$ cat config.mk
export PLATFORM = sky130hd
export DESIGN_NAME = bus_int
export DESIGN_NICKNAME = d
export VERILOG_FILES = /design/src/bus_regs_pkg.sv /design/src/sfp_pkg.sv /design/src/wb_settings_bridge.sv /design/src/setting_bank.sv /design/src/sfp_status_monitor.sv /design/src/readback_mux.sv /design/src/bus_int.sv
export VERILOG_INCLUDE_DIRS = /design/src
export SDC_FILE = /design/constraint.sdc
export NUM_CORES = 1
export LEC_CHECK = 0
export ABC_AREA = 1
export BUFFER_PORTS_ARGS = -buffer_cell sky130_fd_sc_hd__buf_2
export CAP_MARGIN = 15
export CORE_AREA = 3 3 146 183
export DETAILED_ROUTE_END_ITERATION = 16
export DIE_AREA = 0 0 149 186
export REMOVE_ABC_BUFFERS = 1
export SYNTH_ARGS = -nofsm -noshare
export SYNTH_HDL_FRONTEND = slang
export SYNTH_SLANG_ARGS = --single-unit
$ cat constraint.sdc
create_clock -name clk -period 2.4 [get_ports clk]
set_clock_uncertainty 0.2 [all_clocks]
set_input_delay 0.72 -clock clk [delete_from_list [all_inputs] [get_ports clk]]
set_output_delay 0.72 -clock clk [all_outputs]
set_load 0.005 [all_outputs]
$ cat src/bus_int_params.svh
/*
 * Bus interconnect housekeeping constants
 * Bus widths, settings and readback address maps, reset values and the
 * fixed compatibility and protocol words
 */
`ifndef BUS_INT_PARAMS_SVH
`define BUS_INT_PARAMS_SVH

// ----------------------------------------------------------
// Bus widths
// ----------------------------------------------------------
`define BUS_INT_SR_AWIDTH 8
`define BUS_INT_RB_AWIDTH 8
`define BUS_INT_DWIDTH    32

// Settings bus address map
`define BUS_INT_SR_LEDS       8'd0
`define BUS_INT_SR_SW_RST     8'd1
`define BUS_INT_SR_CLOCK_CTRL 8'd2
`define BUS_INT_SR_DEVICE_ID  8'd3
`define BUS_INT_SR_REF_FREQ   8'd4
`define BUS_INT_SR_SFPP_CTRL0 8'd8
`define BUS_INT_SR_SFPP_CTRL1 8'd9

// Readback address map
`define BUS_INT_RB_COUNTER      8'd0
`define BUS_INT_RB_CLK_STATUS   8'd3
`define BUS_INT_RB_COMPAT_NUM   8'd6
`define BUS_INT_RB_RFNOC_INFO   8'd7
`define BUS_INT_RB_SFPP_STATUS0 8'd8
`define BUS_INT_RB_SFPP_STATUS1 8'd9
`define BUS_INT_RB_XADC_VALS    8'd11

// ----------------------------------------------------------
// Fixed words and reset values
// ----------------------------------------------------------
`define BUS_INT_COMPAT_MAJOR 16'h0025
`define BUS_INT_COMPAT_MINOR 16'h0000
`define BUS_INT_PROTOVER     16'h0100

// Bit 6 enables the GPSDO by default
`define BUS_INT_CLOCK_CTRL_RST 8'h40
// 10 MHz reference clock
`define BUS_INT_REF_FREQ_RST   32'd10_000_000

`endif

$ cat src/bus_regs_pkg.sv
/*
 * Register bus types
 * Settings bus, readback request and the bridge state encoding
 */
`include "bus_int_params.svh"

package bus_regs_pkg;

   // ----------------------------------------------------------
   // Address spaces and data
   // ----------------------------------------------------------
   typedef logic [`BUS_INT_SR_AWIDTH-1:0] sr_addr_t;
   typedef logic [`BUS_INT_RB_AWIDTH-1:0] rb_addr_t;
   typedef logic [`BUS_INT_DWIDTH-1:0]    bus_word_t;

   // Carried in the RFNoC info readback
   typedef logic [15:0] device_id_t;

   // ----------------------------------------------------------
   // Bus structures
   // ----------------------------------------------------------

   // Settings write, valid for one cycle with stb
   typedef struct packed {
      logic      stb;
      sr_addr_t  addr;
      bus_word_t data;
   } set_bus_t;

   // Readback request, data comes back combinationally
   typedef struct packed {
      logic     rd_stb;
      rb_addr_t addr;
   } rb_req_t;

   // Wishbone bridge FSM
   typedef enum logic {
      idle,
      ack
   } wb_state_t;

endpackage

$ cat src/sfp_pkg.sv
/*
 * SFP cage types
 * Module pins, PHY status, rate select drives and the status word
 */
package sfp_pkg;

   typedef struct packed {
      logic mod_abs;
      logic tx_fault;
      logic rx_los;
   } sfp_pins_t;

   typedef logic [15:0] phy_status_t;

   // Bit 0 pulls rs0 low, bit 1 pulls rs1 low
   typedef logic [1:0] sfp_rs_t;

   // Readback layout, MSB first
   typedef struct packed {
      phy_status_t phy;
      logic [9:0]  zero;
      sfp_pins_t   changed;
      sfp_pins_t   current;
   } sfp_status_t;

endpackage

$ cat src/wb_settings_bridge.sv
/*
 * Wishbone classic slave bridge
 * Accepts one access at a time, sends writes onto the settings bus and
 * reads onto the readback request, and acks one cycle later
 */
`timescale 1ns/10ps

module wb_settings_bridge (
   input  logic                    clk,
   input  logic                    i_arst_n,
   input  logic                    i_wb_cyc,
   input  logic                    i_wb_stb,
   input  logic                    i_wb_we,
   input  bus_regs_pkg::sr_addr_t  i_wb_adr,
   input  bus_regs_pkg::bus_word_t i_wb_dat,
   output logic                    o_wb_ack,
   output bus_regs_pkg::bus_word_t o_wb_dat,
   output bus_regs_pkg::set_bus_t  o_set,
   output bus_regs_pkg::rb_req_t   o_rb_req,
   input  bus_regs_pkg::bus_word_t i_rb_data
);

   bus_regs_pkg::wb_state_t state;
   logic                    accept;

   // New access only from idle, master holds stb until ack
   assign accept = i_wb_cyc && i_wb_stb && (state == bus_regs_pkg::idle);

   always_ff @(posedge clk or negedge i_arst_n) begin
      if (!i_arst_n) begin
         state <= bus_regs_pkg::idle;
      end else begin
         case (state)
            bus_regs_pkg::idle: begin
               if (accept) begin
                  state <= bus_regs_pkg::ack;
               end
            end
            default: begin
               state <= bus_regs_pkg::idle;
            end
         endcase
      end
   end

   assign o_wb_ack = (state == bus_regs_pkg::ack);

   // Read word captured on the accepting edge, valid with ack
   always_ff @(posedge clk) begin
      if (accept && !i_wb_we) begin
         o_wb_dat <= i_rb_data;
      end
   end

   always_comb begin
      o_set.stb       = accept && i_wb_we;
      o_set.addr      = i_wb_adr;
      o_set.data      = i_wb_dat;
      o_rb_req.rd_stb = accept && !i_wb_we;
      o_rb_req.addr   = bus_regs_pkg::rb_addr_t'(i_wb_adr);
   end

   ack_single_cycle: assert property (
      @(posedge clk) disable iff (!i_arst_n) o_wb_ack |=> !o_wb_ack
   ) else $error("wb ack held for more than one cycle");

endmodule

$ cat src/setting_bank.sv
/*
 * Housekeeping control registers
 * Decodes settings bus writes into LEDs, soft resets, clock control,
 * device ID, reference frequency and SFP rate select
 */
`timescale 1ns/10ps
`include "bus_int_params.svh"

module setting_bank (
   input  logic                     clk,
   input  logic                     i_arst_n,
   input  bus_regs_pkg::set_bus_t   i_set,
   output logic [1:0]               o_leds,
   output logic [3:0]               o_sw_rst,
   output logic [7:0]               o_clock_control,
   output bus_regs_pkg::device_id_t o_device_id,
   output bus_regs_pkg::bus_word_t  o_ref_freq,
   output logic                     o_ref_freq_changed,
   output sfp_pkg::sfp_rs_t         o_sfp0_rs,
   output sfp_pkg::sfp_rs_t         o_sfp1_rs
);

   // ----------------------------------------------------------
   // Register writes
   // ----------------------------------------------------------

   // Soft reset bits
   //   [0] PHY
   //   [1] radio clock domain
   //   [2] radio clock PLL
   //   [3] ADC IDELAYCTRL
   always_ff @(posedge clk or negedge i_arst_n) begin
      if (!i_arst_n) begin
         o_leds          <= '0;
         o_sw_rst        <= '0;
         o_clock_control <= `BUS_INT_CLOCK_CTRL_RST;
         o_device_id     <= '0;
         o_ref_freq      <= `BUS_INT_REF_FREQ_RST;
         o_sfp0_rs       <= '0;
         o_sfp1_rs       <= '0;
      end else if (i_set.stb) begin
         case (i_set.addr)
            `BUS_INT_SR_LEDS:       o_leds          <= i_set.data[1:0];
            `BUS_INT_SR_SW_RST:     o_sw_rst        <= i_set.data[3:0];
            `BUS_INT_SR_CLOCK_CTRL: o_clock_control <= i_set.data[7:0];
            `BUS_INT_SR_DEVICE_ID:  o_device_id     <= i_set.data[15:0];
            `BUS_INT_SR_REF_FREQ:   o_ref_freq      <= i_set.data;
            // Set bit drives the open-drain pin low
            `BUS_INT_SR_SFPP_CTRL0: o_sfp0_rs       <= i_set.data[1:0];
            `BUS_INT_SR_SFPP_CTRL1: o_sfp1_rs       <= i_set.data[1:0];
            default: begin
            end
         endcase
      end
   end

   // ----------------------------------------------------------
   // Reference frequency change pulse
   // ----------------------------------------------------------

   // Fires on every write, even with unchanged data
   always_ff @(posedge clk or negedge i_arst_n) begin
      if (!i_arst_n) begin
         o_ref_freq_changed <= 1'b0;
      end else begin
         o_ref_freq_changed <= i_set.stb && (i_set.addr == `BUS_INT_SR_REF_FREQ);
      end
   end

   // Bridge never issues back-to-back writes
   ref_freq_pulse: assert property (
      @(posedge clk) disable iff (!i_arst_n)
      o_ref_freq_changed |=> !o_ref_freq_changed
   ) else $error("ref_freq_changed high for two cycles");

endmodule

$ cat src/sfp_status_monitor.sv
/*
 * SFP cage status monitor
 * Synchronizes module pins and PHY status, latches pin changes until
 * the status word is read
 */
`timescale 1ns/10ps

module sfp_status_monitor (
   input  logic                   clk,
   input  logic                   i_arst_n,
   input  sfp_pkg::sfp_pins_t     i_pins,
   input  sfp_pkg::phy_status_t   i_phy_status,
   input  logic                   i_clear,
   output sfp_pkg::sfp_status_t   o_status
);

   sfp_pkg::sfp_pins_t   pins_meta;
   sfp_pkg::sfp_pins_t   pins_sync;
   sfp_pkg::sfp_pins_t   pins_prev;
   sfp_pkg::sfp_pins_t   pins_diff;
   sfp_pkg::sfp_pins_t   changed;
   sfp_pkg::phy_status_t phy_meta;
   sfp_pkg::phy_status_t phy_sync;

   // ----------------------------------------------------------
   // Synchronizers
   // ----------------------------------------------------------

   // Pins start at 0 so no spurious change flags out of reset
   always_ff @(posedge clk or negedge i_arst_n) begin
      if (!i_arst_n) begin
         pins_meta <= '0;
         pins_sync <= '0;
         pins_prev <= '0;
      end else begin
         pins_meta <= i_pins;
         pins_sync <= pins_meta;
         pins_prev <= pins_sync;
      end
   end

   // PHY status bits are all independent and asynchronous
   always_ff @(posedge clk) begin
      phy_meta <= i_phy_status;
      phy_sync <= phy_meta;
   end

   // ----------------------------------------------------------
   // Sticky change flags
   // ----------------------------------------------------------
   assign pins_diff = pins_sync ^ pins_prev;

   // A change on the clearing edge still gets recorded
   always_ff @(posedge clk or negedge i_arst_n) begin
      if (!i_arst_n) begin
         changed <= '0;
      end else if (i_clear) begin
         changed <= pins_diff;
      end else begin
         changed <= changed | pins_diff;
      end
   end

   always_comb begin
      o_status.phy     = phy_sync;
      o_status.zero    = '0;
      o_status.changed = changed;
      o_status.current = pins_sync;
   end

endmodule

$ cat src/readback_mux.sv
/*
 * Housekeeping readback multiplexer
 * Free-running bus clock counter and read word selection, with the
 * clear pulses for the SFP status monitors
 */
`timescale 1ns/10ps
`include "bus_int_params.svh"

module readback_mux (
   input  logic                     clk,
   input  logic                     i_arst_n,
   input  bus_regs_pkg::rb_req_t    i_rb_req,
   output bus_regs_pkg::bus_word_t  o_rb_data,
   input  bus_regs_pkg::device_id_t i_device_id,
   input  logic [7:0]               i_clock_status,
   input  sfp_pkg::sfp_status_t     i_sfp0_status,
   input  sfp_pkg::sfp_status_t     i_sfp1_status,
   input  bus_regs_pkg::bus_word_t  i_xadc,
   output logic                     o_sfp0_clear,
   output logic                     o_sfp1_clear
);

   bus_regs_pkg::bus_word_t counter;

   // ----------------------------------------------------------
   // Bus clock counter
   // ----------------------------------------------------------
   always_ff @(posedge clk or negedge i_arst_n) begin
      if (!i_arst_n) begin
         counter <= '0;
      end else begin
         counter <= counter + 1'b1;
      end
   end

   // ----------------------------------------------------------
   // Read word selection
   // ----------------------------------------------------------
   always_comb begin
      case (i_rb_req.addr)
         `BUS_INT_RB_COUNTER:      o_rb_data = counter;
         `BUS_INT_RB_CLK_STATUS:   o_rb_data = {24'b0, i_clock_status};
         `BUS_INT_RB_COMPAT_NUM: begin
            o_rb_data = {`BUS_INT_COMPAT_MAJOR, `BUS_INT_COMPAT_MINOR};
         end
         `BUS_INT_RB_RFNOC_INFO:   o_rb_data = {i_device_id, `BUS_INT_PROTOVER};
         `BUS_INT_RB_SFPP_STATUS0: o_rb_data = i_sfp0_status;
         `BUS_INT_RB_SFPP_STATUS1: o_rb_data = i_sfp1_status;
         `BUS_INT_RB_XADC_VALS:    o_rb_data = i_xadc;
         default:                  o_rb_data = '0;
      endcase
   end

   // Status read clears on the accepting edge, the word goes out
   // with the flags as they were before
   assign o_sfp0_clear = i_rb_req.rd_stb && (i_rb_req.addr == `BUS_INT_RB_SFPP_STATUS0);
   assign o_sfp1_clear = i_rb_req.rd_stb && (i_rb_req.addr == `BUS_INT_RB_SFPP_STATUS1);

endmodule

$ cat src/bus_int.sv
/*
 * Motherboard bus interconnect housekeeping block
 * Wishbone slave in front of the control registers, readback mux and
 * the two SFP status monitors
 */
`timescale 1ns/10ps

module bus_int (
   input  logic                    clk,
   input  logic                    i_arst_n,
   // Wishbone slave
   input  logic                    i_wb_cyc,
   input  logic                    i_wb_stb,
   input  logic                    i_wb_we,
   input  bus_regs_pkg::sr_addr_t  i_wb_adr,
   input  bus_regs_pkg::bus_word_t i_wb_dat,
   output logic                    o_wb_ack,
   output bus_regs_pkg::bus_word_t o_wb_dat,
   // Control outputs
   output logic [1:0]              o_leds,
   output logic [3:0]              o_sw_rst,
   output logic [7:0]              o_clock_control,
   output bus_regs_pkg::bus_word_t o_ref_freq,
   output logic                    o_ref_freq_changed,
   // Status inputs
   input  logic [7:0]              i_clock_status,
   input  sfp_pkg::sfp_pins_t      i_sfp0_pins,
   input  sfp_pkg::sfp_pins_t      i_sfp1_pins,
   input  sfp_pkg::phy_status_t    i_sfp0_phy_status,
   input  sfp_pkg::phy_status_t    i_sfp1_phy_status,
   input  bus_regs_pkg::bus_word_t i_xadc_readback,
   // SFP rate select drives
   output sfp_pkg::sfp_rs_t        o_sfp0_rs,
   output sfp_pkg::sfp_rs_t        o_sfp1_rs
);

   bus_regs_pkg::set_bus_t   set_bus;
   bus_regs_pkg::rb_req_t    rb_req;
   bus_regs_pkg::bus_word_t  rb_data;
   bus_regs_pkg::device_id_t device_id;
   sfp_pkg::sfp_status_t     sfp0_status;
   sfp_pkg::sfp_status_t     sfp1_status;
   logic                     sfp0_clear;
   logic                     sfp1_clear;

   wb_settings_bridge bridge (
      .clk(clk), .i_arst_n(i_arst_n),
      .i_wb_cyc(i_wb_cyc), .i_wb_stb(i_wb_stb), .i_wb_we(i_wb_we),
      .i_wb_adr(i_wb_adr), .i_wb_dat(i_wb_dat),
      .o_wb_ack(o_wb_ack), .o_wb_dat(o_wb_dat),
      .o_set(set_bus), .o_rb_req(rb_req), .i_rb_data(rb_data)
   );

   setting_bank settings (
      .clk(clk), .i_arst_n(i_arst_n), .i_set(set_bus),
      .o_leds(o_leds), .o_sw_rst(o_sw_rst), .o_clock_control(o_clock_control),
      .o_device_id(device_id), .o_ref_freq(o_ref_freq),
      .o_ref_freq_changed(o_ref_freq_changed),
      .o_sfp0_rs(o_sfp0_rs), .o_sfp1_rs(o_sfp1_rs)
   );

   readback_mux readback (
      .clk(clk), .i_arst_n(i_arst_n),
      .i_rb_req(rb_req), .o_rb_data(rb_data),
      .i_device_id(device_id), .i_clock_status(i_clock_status),
      .i_sfp0_status(sfp0_status), .i_sfp1_status(sfp1_status),
      .i_xadc(i_xadc_readback),
      .o_sfp0_clear(sfp0_clear), .o_sfp1_clear(sfp1_clear)
   );

   // One monitor per SFP+ cage
   sfp_status_monitor sfp0_mon (
      .clk(clk), .i_arst_n(i_arst_n),
      .i_pins(i_sfp0_pins), .i_phy_status(i_sfp0_phy_status),
      .i_clear(sfp0_clear), .o_status(sfp0_status)
   );

   sfp_status_monitor sfp1_mon (
      .clk(clk), .i_arst_n(i_arst_n),
      .i_pins(i_sfp1_pins), .i_phy_status(i_sfp1_phy_status),
      .i_clear(sfp1_clear), .o_status(sfp1_status)
   );

endmodule

Word-level counts from Yosys, hierarchy flattened. Index checks and enable logic that the tools add are counted.

Logic and storage cells: 75. Register bits after elaboration: 220. Output and inout port bits: 84.

Eq/ne operators: 9. Bitwise gates (word level): 5. Multiplexer cells: 5. Add/sub/neg operators: 1. Reduce and logical (&&, ||, !) cells: 16.

Operator list (count): $pmux W32 S7 (1); $add A32 B1 Y32 const B (1); $eq A8 B3 Y1 const B (3); $eq A8 B4 Y1 const B (3); $eq A8 B2 Y1 const B (2); $reduce_and A2 Y1 (7); $eq A8 B1 Y1 const B (1); $logic_not A8 Y1 (1); $logic_and A1 B1 Y1 (7); $mux W3 (2); $or A3 B3 Y3 (2); $xor A3 B3 Y3 (2); $mux W1 (2); $logic_not A1 Y1 (1); $not A1 Y1 (1).

Logic depth before layout (Yosys ltp). Gate-level depths: netlist (run 1).

Depth in word-level cells: 5. Gate-level depth with buffers: 8.

By module. Synthesis (run 1) repeated with hierarchy kept, for this count alone.

Cell total of the unflattened synthesis: 1069. Area total of the unflattened synthesis: 9390.3 um2.

Modules (own cells, without submodules): readback_mux (area an instance 3080.5 um2, instances 1, sequential area each 800.8 um2, cells each 516); setting_bank (area an instance 2745.1 um2, instances 1, sequential area each 1687.9 um2, cells each 318); sfp_status_monitor (area an instance 1094.8 um2, instances 2, sequential area each 940.9 um2, cells each 74); wb_settings_bridge (area an instance 1375.1 um2, instances 1, sequential area each 985.9 um2, cells each 87).

Worst setup path after synthesis (run 1). OpenSTA, ideal clock, no wires.

Path type: input to register. Start: in i_wb_cyc. End: reg bridge.o_wb_dat[0], enable pin. Setup slack: 0.193 ns. Stages on the path: 4. Arrival: 1.620 ns. Setup time: 0.387 ns. Buffers on the path: 0. Cell sequence: nand3_1 inv_1 nand2_1 inv_1.

Longest elaborated chain between the ends: 3.

RTL lines: from (decl) (RTL line bus_int.sv:12) `input logic i_wb_cyc,`; $logic_and A1 B1 Y1 (2 in series) (RTL line wb_settings_bridge.sv:27) `assign accept = i_wb_cyc && i_wb_stb && (state == bus_regs_pkg::idle);`; $logic_and A1 B1 Y1 (RTL line wb_settings_bridge.sv:50) `if (accept && !i_wb_we) begin`; to (signal assigned) (RTL line wb_settings_bridge.sv:51) `o_wb_dat <= i_rb_data;`; to (decl) (RTL line wb_settings_bridge.sv:17) `output bus_regs_pkg::bus_word_t o_wb_dat,`.

No other way between the ends. A chain may end at the register's enable or synchronous reset.

Worst setup path after layout (run 1).
Start: reg settings.o_ref_freq[7]. End: out o_ref_freq[7].

RTL lines: from (decl) (RTL line setting_bank.sv:17) `output bus_regs_pkg::bus_word_t o_ref_freq,`; from (signal assigned) (RTL line setting_bank.sv:38) `` o_ref_freq <= `BUS_INT_REF_FREQ_RST; ``; from (signal assigned) (RTL line setting_bank.sv:47) `` `BUS_INT_SR_REF_FREQ: o_ref_freq <= i_set.data; ``; to (decl) (RTL line bus_int.sv:23) `output bus_regs_pkg::bus_word_t o_ref_freq,`.

No word-level cell between the ends.

==> run summary, run 1 <==
The CTS root buffer is sky130_fd_sc_hd__clkbuf_16. The worst hold path class was in2reg. The tools report the area of the placeable core as 0.02521 mm2. The number of vias after detailed routing is 6904, and the average wire per standard cell is 14.39 um. Dividing total power by cell area gives a power density of 681.9 mW/mm2. The total number of yosys warnings is 0.

Setup repair after global routing left no endpoint under its margin. The finished cells cover 0.01094 mm2. The number of nets with antenna violations after detailed routing is 0. Cell internal power was estimated by the tool at 5855 uW.

Buffers placed on the I/O ports in this run total 206. Buffers inserted during clock tree synthesis total 23. In this design, the stage delay of the slowest critical-path cell is 0.54 ns. The final-report hold violation count was 0; the total congestion overflow after global routing was 0.

STA puts the critical path data arrival time at 1.15 ns. The area of the die is 0.02771 mm2, and the growth of design area from synthesis to finish is 25.34%. The post-synthesis mux area share is 0.

For the finished layout, the period the worst path requires is 2.070 ns. Total routing usage reported by global routing: 0.1599. The number of gates on the worst path with buffers counted is 1, and the clock sink count is 220.

The combinational cell fraction of total power is 0.042, and the average instance area after synthesis is 8.903 um2. The count of pins on the block boundary was 207; the first-pass GRT wire length was 35.62 mm. The number of H-tree branching levels is 1, and the worst-case vdd ir drop is 0.4086 mV.

The largest delay contributor family on the critical path is flip-flops. Among all stages on the critical path, the largest delay is contributed by sky130_fd_sc_hd__dfstp_2. The number of register bits inferred by synthesis was 220; the fraction of the mapped netlist area in compound gates was 0.01606.

The post-place instance area is 0.01024 mm2, and the largest net degree at the start of global routing is 49. The leakage power is 0.005757 uW. The first TritonRoute pass finished after 4 iterations.

The run gives 0.436 as the clock share of power. The origin of the worst min-delay path was i_sfp1_phy_status[15]. The proportion of layout cells with a drive suffix above 1 came out at 0.2372.

The run finished with clean final reports. The most critical setup path has its endpoint at o_ref_freq[7]. The area share of fa/ha/maj cells after synthesis was 0.001434; the switching power total was 1602 uW. Across all register-to-register paths, the minimum setup slack is 0.61 ns. The basic-gate share of the synthesized area counting and, or, nand and nor cells was 0.3035.

The logs give 0.5477 for the relative slew slack and 352 for the initial DRC count. The row count came out at 65. The tools report the critical path startpoint category as a register. The switching part of the total power was 0.2148. The average via count per standard cell was 4.454; the total standard cell area after synthesis was 0.008725 mm2.

The logs give 5 for the initial antenna violation count and 0.4832 GHz for the highest clock frequency the design can meet. Xor-xnor portion of the synthesized cell area: 0.02108. The launching instance or port of the critical path was settings.o_ref_freq[7]. The part of the cycle the worst path needs works out to 0.8623. The main combinational cell family by area after synthesis was simple AND/OR/NAND/NOR gates. The type of element capturing the critical path is an output pin. The number of max-capacitance violations reported was 0; the total wire length was 22.30 mm. The number of instances in the synthesized netlist is 980, and the filler cell count is 2573. Routability-driven placement finished with a final weighted congestion of 0.8287. The endpoint of the most critical register-to-register path is settings.o_device_id[5]. At the pin with the least slew margin, the transition time is 0.6777 ns. Starting density of the core: 0.3461. In the layout the commonest cells are sky130_fd_sc_hd__nand2_1, sky130_fd_sc_hd__buf_2, sky130_fd_sc_hd__nand3_1. The buffer depth of the longest clock path was 3. The CTS clock-pin slew for the worst setup and hold paths is 0.06 ns. The worst register-to-register path begins at bridge.o_wb_ack. The total buffers and inverters traversed by the critical path was 1.

The hold-critical path depth is 1. The post-synthesis sequential area ratio was 0.6139; the final-report max-slew violation count was 0. Detailed placement finished with a half-perimeter wire length of 16.85 mm. TritonCTS built the clock tree. The tools report the worst hold slack as 0.1120 ns.

For the worst flop-to-flop path, the logic depth is 7. The die boundary height is 186 um. Leaving out fill and tap cells, the most frequent cell in the layout is sky130_fd_sc_hd__nand2_1. The worst-skew pair later-pin latency came out at 0.51 ns. The count of distinct cell types in the synthesized netlist was 28; the largest fanout on the critical path was 2.

The critical path goes through buf_2. For this run, design rule violations remaining after detail routing come to 0. The count of nets after finishing is 1322, and the post-CTS resize count is 0. The critical setup path kind was reg2out. The via count of the first global-routing pass is 6928. The critical path data required time was 1.48 ns. Setup violations remaining at the end of the flow were counted as 0. The die is 149 um wide. For the part of the total power dissipated in sequential elements, the log shows 0.522.
power by group through the flow:
| stage | combinational (uW) | sequential [uW] | clock, uW |
|---|---|---|---|
| 3_5_place_dp | 319 | 3960 | 0 |
| 4_1_cts | 321 | 3890 | 3370 |
| 5_1_grt | 348 | 3900 | 3510 |
| 6_report | 311 | 3890 | 3250 |
| 2_1_floorplan | 82.0 | 3960 | 0 |
| 3_3_place_gp | 317 | 3960 | 0 |
metal layers:
layer	GRT usage	part of all wire	up-vias
met3	0.03726	0.058	42
met1	0.1899	0.40	3160
met2	0.2892	0.51	168
met4	0.04505	0.024	8
li1	-	-	3526
met5	0	0.0021	-
synth_stat cells:
| cell | number | area [um2] |
|---|---|---|
| sky130_fd_sc_hd__inv_1 | 56 | 210.2 |
| sky130_fd_sc_hd__clkbuf_1 | 4 | 15.01 |
| sky130_fd_sc_hd__buf_6 | 1 | 11.26 |
| sky130_fd_sc_hd__o21ai_0 | 17 | 85.08 |
| sky130_fd_sc_hd__nand2_2 | 6 | 37.54 |
| sky130_fd_sc_hd__nor3_2 | 1 | 10.01 |
| sky130_fd_sc_hd__edfxtp_1 | 32 | 960.9 |
| sky130_fd_sc_hd__ha_1 | 1 | 12.51 |
| sky130_fd_sc_hd__dfstp_2 | 9 | 236.5 |
| sky130_fd_sc_hd__clkinv_2 | 1 | 5.000 |
| sky130_fd_sc_hd__nor2_4 | 6 | 67.56 |
| sky130_fd_sc_hd__buf_1 | 2 | 7.510 |
| sky130_fd_sc_hd__nand3_1 | 121 | 605.6 |
| sky130_fd_sc_hd__buf_2 | 21 | 105.1 |
| sky130_fd_sc_hd__nand3b_1 | 13 | 97.59 |
| sky130_fd_sc_hd__buf_4 | 2 | 15.01 |
| sky130_fd_sc_hd__dfxtp_1 | 64 | 1281 |
| sky130_fd_sc_hd__nor3_4 | 2 | 32.53 |
| sky130_fd_sc_hd__nor2_1 | 102 | 382.9 |
| sky130_fd_sc_hd__o21ai_1 | 11 | 55.05 |
| sky130_fd_sc_hd__dfrtp_1 | 115 | 2878 |
| sky130_fd_sc_hd__xor2_1 | 9 | 78.83 |
| sky130_fd_sc_hd__inv_2 | 4 | 15.01 |
| sky130_fd_sc_hd__nor2_2 | 5 | 31.28 |
| sky130_fd_sc_hd__xnor2_1 | 12 | 105.1 |
| sky130_fd_sc_hd__nand2_1 | 359 | 1348 |
| sky130_fd_sc_hd__nand2_4 | 2 | 22.52 |
| sky130_fd_sc_hd__nand4_1 | 2 | 12.51 |
repair_timing:
item | CTS | global route
hold buffers | 1 | 0
setup buffers | 0 | 0
endpoints found under the hold margin | 36 | 0
per-stage QoR:
| stage | setup TNS [ns] | total power [uW] | setup WS [ns] | util | std cells |
|---|---|---|---|---|---|
| 6_report | 0 | 7457 | 0.3304 | 0.4337 | 1550 |
| 5_1_grt | 0 | 7760 | 0.2836 | 0.4337 | 1550 |
| 4_1_cts | 0 | 7584 | 0.3070 | 0.4336 | 1549 |
| 3_5_place_dp | -0.1467 | 4284 | -0.05099 | 0.4063 | 1507 |
| 3_3_place_gp | 0 | 4281 | 0.02437 | 0.4063 | 1507 |
| 2_1_floorplan | -40.07 | 4039 | -0.7870 | - | 950 |
cells by family after synthesis:
group	after synthesis
adder cells (fa/ha/maj)	1
buffers and inverters	91
XOR/XNOR	21
AND/OR/NAND/NOR	619
AO/OA/AOI/OAI	28
flip-flops	220
worst min path at each step:
stage	endpoint	slack, ns
finish	sfp1_mon.phy_meta[15]	0.11
global route	sfp0_mon.phy_meta[2]	0.09
CTS	sfp0_mon.phy_meta[0]	0.09
detailed placement	sfp1_mon.phy_sync[7]	0.11
global placement	sfp0_mon.phy_sync[13]	0.11
floorplan	sfp0_mon.phy_sync[0]	0.11
state kept, by name, summed over array words and instances, names as in the netlist, 8 cells and up:
signal and count:
settings.o_ref_freq 32, sfp0_mon.phy_sync 16, readback.counter 32, settings.o_clock_control 8
sfp1_mon.phy_sync 16, sfp1_mon.phy_meta 16, bridge.o_wb_dat 32, sfp0_mon.phy_meta 16
settings.o_device_id 16
final cells by class:
class	count	area, um2	area share
diodes	1	2.502	0.0002288
clock inverters	4	22.52	0.002059
clock buffers	37	658.1	0.06018
flip-flops and latches	220	5356	0.4898
repair buffers	223	1255	0.1148
inverters	61	230.2	0.02105
multi-input cells	669	2992	0.2736
well taps	335	419.2	0.03833
No activity file was read; power rests on OpenSTA's default activity.
==> run 2: changes to the inputs <==
--- a/config.mk
+++ b/config.mk
@@ -9,10 +9,14 @@
 export ABC_AREA = 1
 export BUFFER_PORTS_ARGS = -buffer_cell sky130_fd_sc_hd__buf_2
 export CAP_MARGIN = 15
-export CORE_AREA = 3 3 146 183
+export CELL_PAD_IN_SITES_DETAIL_PLACEMENT = 0
+export CELL_PAD_IN_SITES_GLOBAL_PLACEMENT = 1
+export CORE_AREA = 3 3 137 172
 export DETAILED_ROUTE_END_ITERATION = 16
-export DIE_AREA = 0 0 149 186
+export DIE_AREA = 0 0 140 175
+export PLACE_DENSITY_LB_ADDON = 0.1
 export REMOVE_ABC_BUFFERS = 1
+export SLEW_MARGIN = 10
 export SYNTH_ARGS = -nofsm -noshare
 export SYNTH_HDL_FRONTEND = slang
 export SYNTH_SLANG_ARGS = --single-unit
==> run summary, run 2 (synthesis gave the netlist of run 1 again) <==
The total power divided by cell area came out at 689.9 mW/mm2. Before CTS, the worst setup slack after placement is 0.001764 ns. In the final layout, flip-flops and latches occupy 0.005356 mm2.

Entering global routing, the biggest net connects 47 pins. The highest clock frequency the design can meet came out at 0.4865 GHz. After detailed routing, the number of vias per cell comes to 4.557. Total routing usage reported by global routing: 0.1832. IR analysis of the VDD net gives a maximum drop of 0.5044 mV. Placer congestion estimate: 0.8033. The most common cell after layout, fill and taps aside is sky130_fd_sc_hd__nand2_1.

The total power of the final layout was 7585 uW. Final antenna diode count: 0. Global routing finished with a remaining overflow of 0. On the critical path the largest part of the delay comes from flip-flops. The via count of the first global-routing pass is 7038, and the initial antenna violation count is 2. The area growth from synthesis to layout is 26.01%.

After detailed routing, the number of remaining DRC violations is 0. The path class of the tightest hold or removal check is reg2reg. The final-report hold violation count came out at 0. TritonCTS built the clock tree. CTS placed an instance of sky130_fd_sc_hd__clkbuf_16 at the clock tree root. Total buffers and inverters traversed by the critical path: 1. The floorplan step defined a die boundary enclosing 0.02450 mm2. The multi-input combinational cells in the finished layout cover a total of 0.002992 mm2. In the layout the commonest cells are sky130_fd_sc_hd__nand2_1, sky130_fd_sc_hd__buf_2, sky130_fd_sc_hd__nand3_1.

The number of vias after detailed routing came out at 6863. For the iteration count of the initial detailed-routing pass, the log shows 6. The largest single stage delay on the critical path is 0.53 ns. Row count: 61.

The die boundary height was 175 um. The logs give 0.3942 for the starting density of the core and 0.49 ns for the worst-skew pair later-pin latency. The flow ran to the end, and the final reports show no timing, DRC or antenna violations. The HPWL after detailed placement is 16.82 mm.

The tools report the critical path startpoint category as a register. The count of buffers added by post-CTS timing repair for setup is 0, and the CTS buffer count is 23. In this run the static leakage power is 0.005835 uW. Number of nets with antenna violations after detailed routing: 0. The core region is 0.02213 mm2.

The critical path data required time is 1.48 ns, and the count of port buffers added during placement is 206. The proportion of layout cells with a drive suffix above 1 works out to 0.2453. Setup violations remaining at the end of the flow were counted as 0. The tools report the type of element capturing the critical path as an output pin. The critical setup path kind is reg2out.

The filler cells instantiated in the layout total 2186. Subtracting the final worst setup slack from the clock period gives 2.055 ns. The tool flagged a number of max-cap violations equal to 0. For the post-layout worst setup margin, the log shows 0.3446 ns. The CTS clock-pin slew for the worst setup and hold paths was 0.06 ns; the arrival time of the worst setup path was 1.14 ns. Setup repair after global routing left no endpoint under its margin. The clock sink count is 220, and the buffer depth of the longest clock path is 3. Pin placement for this block handled 207 I/O pins. The largest registers in the layout are bridge.o_wb_dat (32), readback.counter (32), settings.o_ref_freq (32).

The number of H-tree branching levels was 1; the count of nets after finishing was 1331. In this run the worst path has a maximum fanout of 2. The logs give 273 for the initial DRC count and 36.47 mm for the first-pass GRT wire length. Walking the worst path, the cells encountered are buf_2. The final-report max-slew violation count is 0, and the average wire per standard cell is 14.92 um.

The relative slew slack was 0.5213. The part of the cycle the worst path needs was 0.8564. The total wire length is 22.47 mm. The slowest stage of the critical path is the sky130_fd_sc_hd__dfstp_2 cell. The chip width is 140 um, and the worst-margin pin slew is 0.7173 ns.
## run 2: path summary, 6_finish.rpt
kind	start	end	cells past startpoint	slack (ns)
worst max-delay path	settings.o_ref_freq[9]	o_ref_freq[9]	1	0.34
worst min-delay path	sfp1_mon.phy_meta[0]	sfp1_mon.phy_sync[0]	0	0.12
worst max register to register	bridge.o_wb_ack	settings.o_device_id[11]	7	0.59
worst min register to register	sfp1_mon.phy_meta[0]	sfp1_mon.phy_sync[0]	0	0.12
max in group asynchronous	i_arst_n	settings.o_clock_control[6]	3	0.87
min in group asynchronous	i_arst_n	settings.o_ref_freq_changed	2	0.52
## run 2: area by class of cell
cell class,instances,share of cell area
clock inverter,3,0.001366
timing repair buffer,232,0.1222
tap,283,0.03221
clock buffer,38,0.06396
multi-input combinational,669,0.2721
inverter,61,0.02094
sequential,220,0.4872
## run 2: metal layers
| metal | vias up | track usage | share of wire |
|---|---|---|---|
| li1 | 3552 | - | - |
| met1 | 3117 | 0.2334 | 0.43 |
| met2 | 155 | 0.3184 | 0.49 |
| met3 | 35 | 0.04216 | 0.061 |
| met4 | 4 | 0.04120 | 0.018 |
| met5 | - | 0 | 0.0012 |
## run 2: timing repair
action | CTS | global route
hold buffers | 1 | 0
hold endpoints to repair | 25 | 0
resized for setup | 0 | 0
## run 2: power by group
| part | switching [uW] | total [uW] | internal (uW) |
|---|---|---|---|
| Combinational | 185 | 317 | 132 |
| Clock | 1390 | 3380 | 1990 |
| Sequential | 32.0 | 3890 | 3860 |
## run 2: through the flow
step	hold slack [ns]	area, um2	util	cells	setup TNS, ns
6_report	0.1212	10990	0.4967	1506	0
5_1_grt	0.1045	10990	0.4967	1506	0
4_1_cts	0.09776	10990	0.4967	1506	0
3_5_place_dp	0.1121	10270	0.4638	1464	0
3_3_place_gp	0.1095	10270	0.4638	1464	0
2_1_floorplan	0.1096	8571	-	950	-40.07
==> run 3: changes to the inputs <==
==> constraint.sdc (replaced) <==
create_clock -name clk -period 2.1 [get_ports clk]
set_clock_uncertainty 0.2 [all_clocks]
set_input_delay 0.63 -clock clk [delete_from_list [all_inputs] [get_ports clk]]
set_output_delay 0.63 -clock clk [all_outputs]
set_load 0.005 [all_outputs]
==> run summary, run 3 (synthesis gave the netlist of run 1 again) <==
The path class of the tightest hold or removal check is in2reg. The run gives 0.4340 as the relative slew slack. The largest registers in the layout are bridge.o_wb_dat (32), readback.counter (32), settings.o_ref_freq (32).

Using the TritonRoute via totals, the vias-per-cell ratio works out to 4.589. IR analysis of the VDD net gives a maximum drop of 0.4672 mV. For the final antenna diode count, the log shows 0.

The logs give 7223 for the via count of the first global-routing pass and 0.002992 mm2 for the total area of multi-input combinational cells. For this run, the detailed router's first-pass iteration total came to 4. The logs give 0.1846 for the total routing usage reported by global routing and 1345 for the count of nets after finishing. The core region is 0.02213 mm2. The final-report max-slew violation count is 0, and the largest net degree at the start of global routing is 55. The die is 140 um wide.

In this run the vertical extent of the chip is 175 um. For this design, the sink count on the clock tree is 220. The total wire length is 22.50 mm, and the total congestion overflow after global routing is 0. Post-CTS timing repair inserted 0 buffers for setup. Proportion of layout cells with a drive suffix above 1: 0.2595. For the placer congestion estimate, the log shows 0.8088.

During placement, the flow inserted port buffers numbering 206. STA classifies the critical path endpoint as an output pin. CTS placed an instance of sky130_fd_sc_hd__clkbuf_16 at the clock tree root.

The row count was 61; the worst hold slack was 0.02596 ns. In this design, the stage delay of the slowest critical-path cell is 0.53 ns. The final cell utilization of the core is 0.5057, and the HPWL after detailed placement is 16.88 mm. The worst setup path is launched from a register. The number of H-tree branching levels was 1; the worst-skew pair later-pin latency was 0.50 ns. The CTS clock-pin slew for the worst setup and hold paths is 0.06 ns, and the minimum period implied by the final worst setup slack is 1.977 ns. The growth of design area from synthesis to finish was 28.28%. Timing would allow up to 0.5058 GHz. In the layout the commonest cells are sky130_fd_sc_hd__nand2_1, sky130_fd_sc_hd__buf_2, sky130_fd_sc_hd__nand3_1. Starting density of the core: 0.3942. The most common cell after layout, fill and taps aside was sky130_fd_sc_hd__nand2_1. The buffer depth of the longest clock path was 3; the largest fanout on the critical path was 2. The filler cell count is 2231. The analysis attributes to cell leakage a power of 0.005947 uW. The critical setup path kind is reg2out. Setup repair after global routing left no endpoint under its margin. The total buffers and inverters traversed by the critical path is 1, and the part of the cycle the worst path needs is 0.9415.

TritonCTS built the clock tree. The worst-margin pin slew was 0.8481 ns. The flow ran to the end, and the final reports show no timing, DRC or antenna violations. The run gives 1.15 ns as the arrival time of the worst setup path. The first routing iteration left 290 violations. The total power divided by cell area is 799.8 mW/mm2. Registers take 0.005356 mm2. The final-report hold violation count was 0; the total power of the final layout was 8951 uW. The die covers 0.02450 mm2. In the final routed layout, each cell accounts on average for 14.81 um.

207 I/O pins were placed. The detail route stage leaves a number of antenna-violating nets equal to 0. Max-cap violations in this run came to 0.

In the routed design, unresolved DRC markers number 0. The slowest stage of the critical path is the sky130_fd_sc_hd__dfstp_2 cell. For the worst setup path, the data required time is 1.27 ns. Among cell families on the critical path, the largest total delay comes from flip-flops. Counting the buffers created by CTS gives 23. The run gives 6975 as the number of vias after detailed routing. Setup violations remaining at the end of the flow were counted as 0.

Summed over all failing endpoints, the final setup total negative slack is 0 ns. The first global-routing pass estimated 36.84 mm of wire. Traced cell by cell, the critical path runs through buf_2.

The tools report the initial antenna violation count as 2.
## run 3: changes by cell type in the layout (fill, tap and decap cells not counted), sizes merged
cell,before,now
buf,231,245
clkbuf,38,31
clkinv,4,7
clkinvlp,0,3
bufinv,0,1
## run 3: path summary, 6_finish.rpt
path,from,endpoint,slack [ns],cells past startpoint
setup / recovery,settings.o_ref_freq[9],o_ref_freq[9],0.12,1
hold / removal,i_sfp1_phy_status[2],sfp1_mon.phy_meta[2],0.03,1
setup reg to reg,readback.counter[0],readback.counter[22],0.32,6
hold reg to reg,sfp0_mon.phy_meta[13],sfp0_mon.phy_sync[13],0.12,0
max in group asynchronous,i_arst_n,settings.o_ref_freq[12],0.83,3
min in group asynchronous,i_arst_n,settings.o_ref_freq[21],0.31,2
## run 3: cell type report
class / instances / area share
Inverter: 61 / 0.02057
Sequential cell: 220 / 0.4786
Multi-Input combinational cell: 669 / 0.2673
Tap cell: 283 / 0.03164
Clock inverter: 10 / 0.007714
Clock buffer: 31 / 0.06249
Timing Repair Buffer: 246 / 0.1317
## run 3: repair_timing
item / in CTS / in global routing
hold buffers: 1 / 0
resized for setup: 0 / 0
hold endpoints to repair: 7 / 0
## run 3: per-layer routing
layer | GRT usage | share of wire | up-vias
met4 | 0.03958 | 0.017 | 4
li1 | - | - | 3578
met2 | 0.3206 | 0.49 | 172
met3 | 0.04873 | 0.070 | 32
met1 | 0.2323 | 0.42 | 3189
met5 | 0 | 0.0012 | -
## run 3: through the flow
step,cell area (um2),setup WS [ns],std cells
detailed placement,10400,-0.2759,1478
CTS,11190,0.09901,1520
global route,11190,0.07094,1520
global placement,10400,-0.2363,1478
floorplan,8571,-0.9970,950
finish,11190,0.1228,1520
## run 3: where the power goes
part / leakage [uW] / internal (uW) / switching [uW] / total [uW]
Clock: 0.000383 / 2470 / 1670 / 4130
Sequential: 0.00250 / 4410 / 36.7 / 4450
Combinational: 0.00307 / 158 / 213 / 371
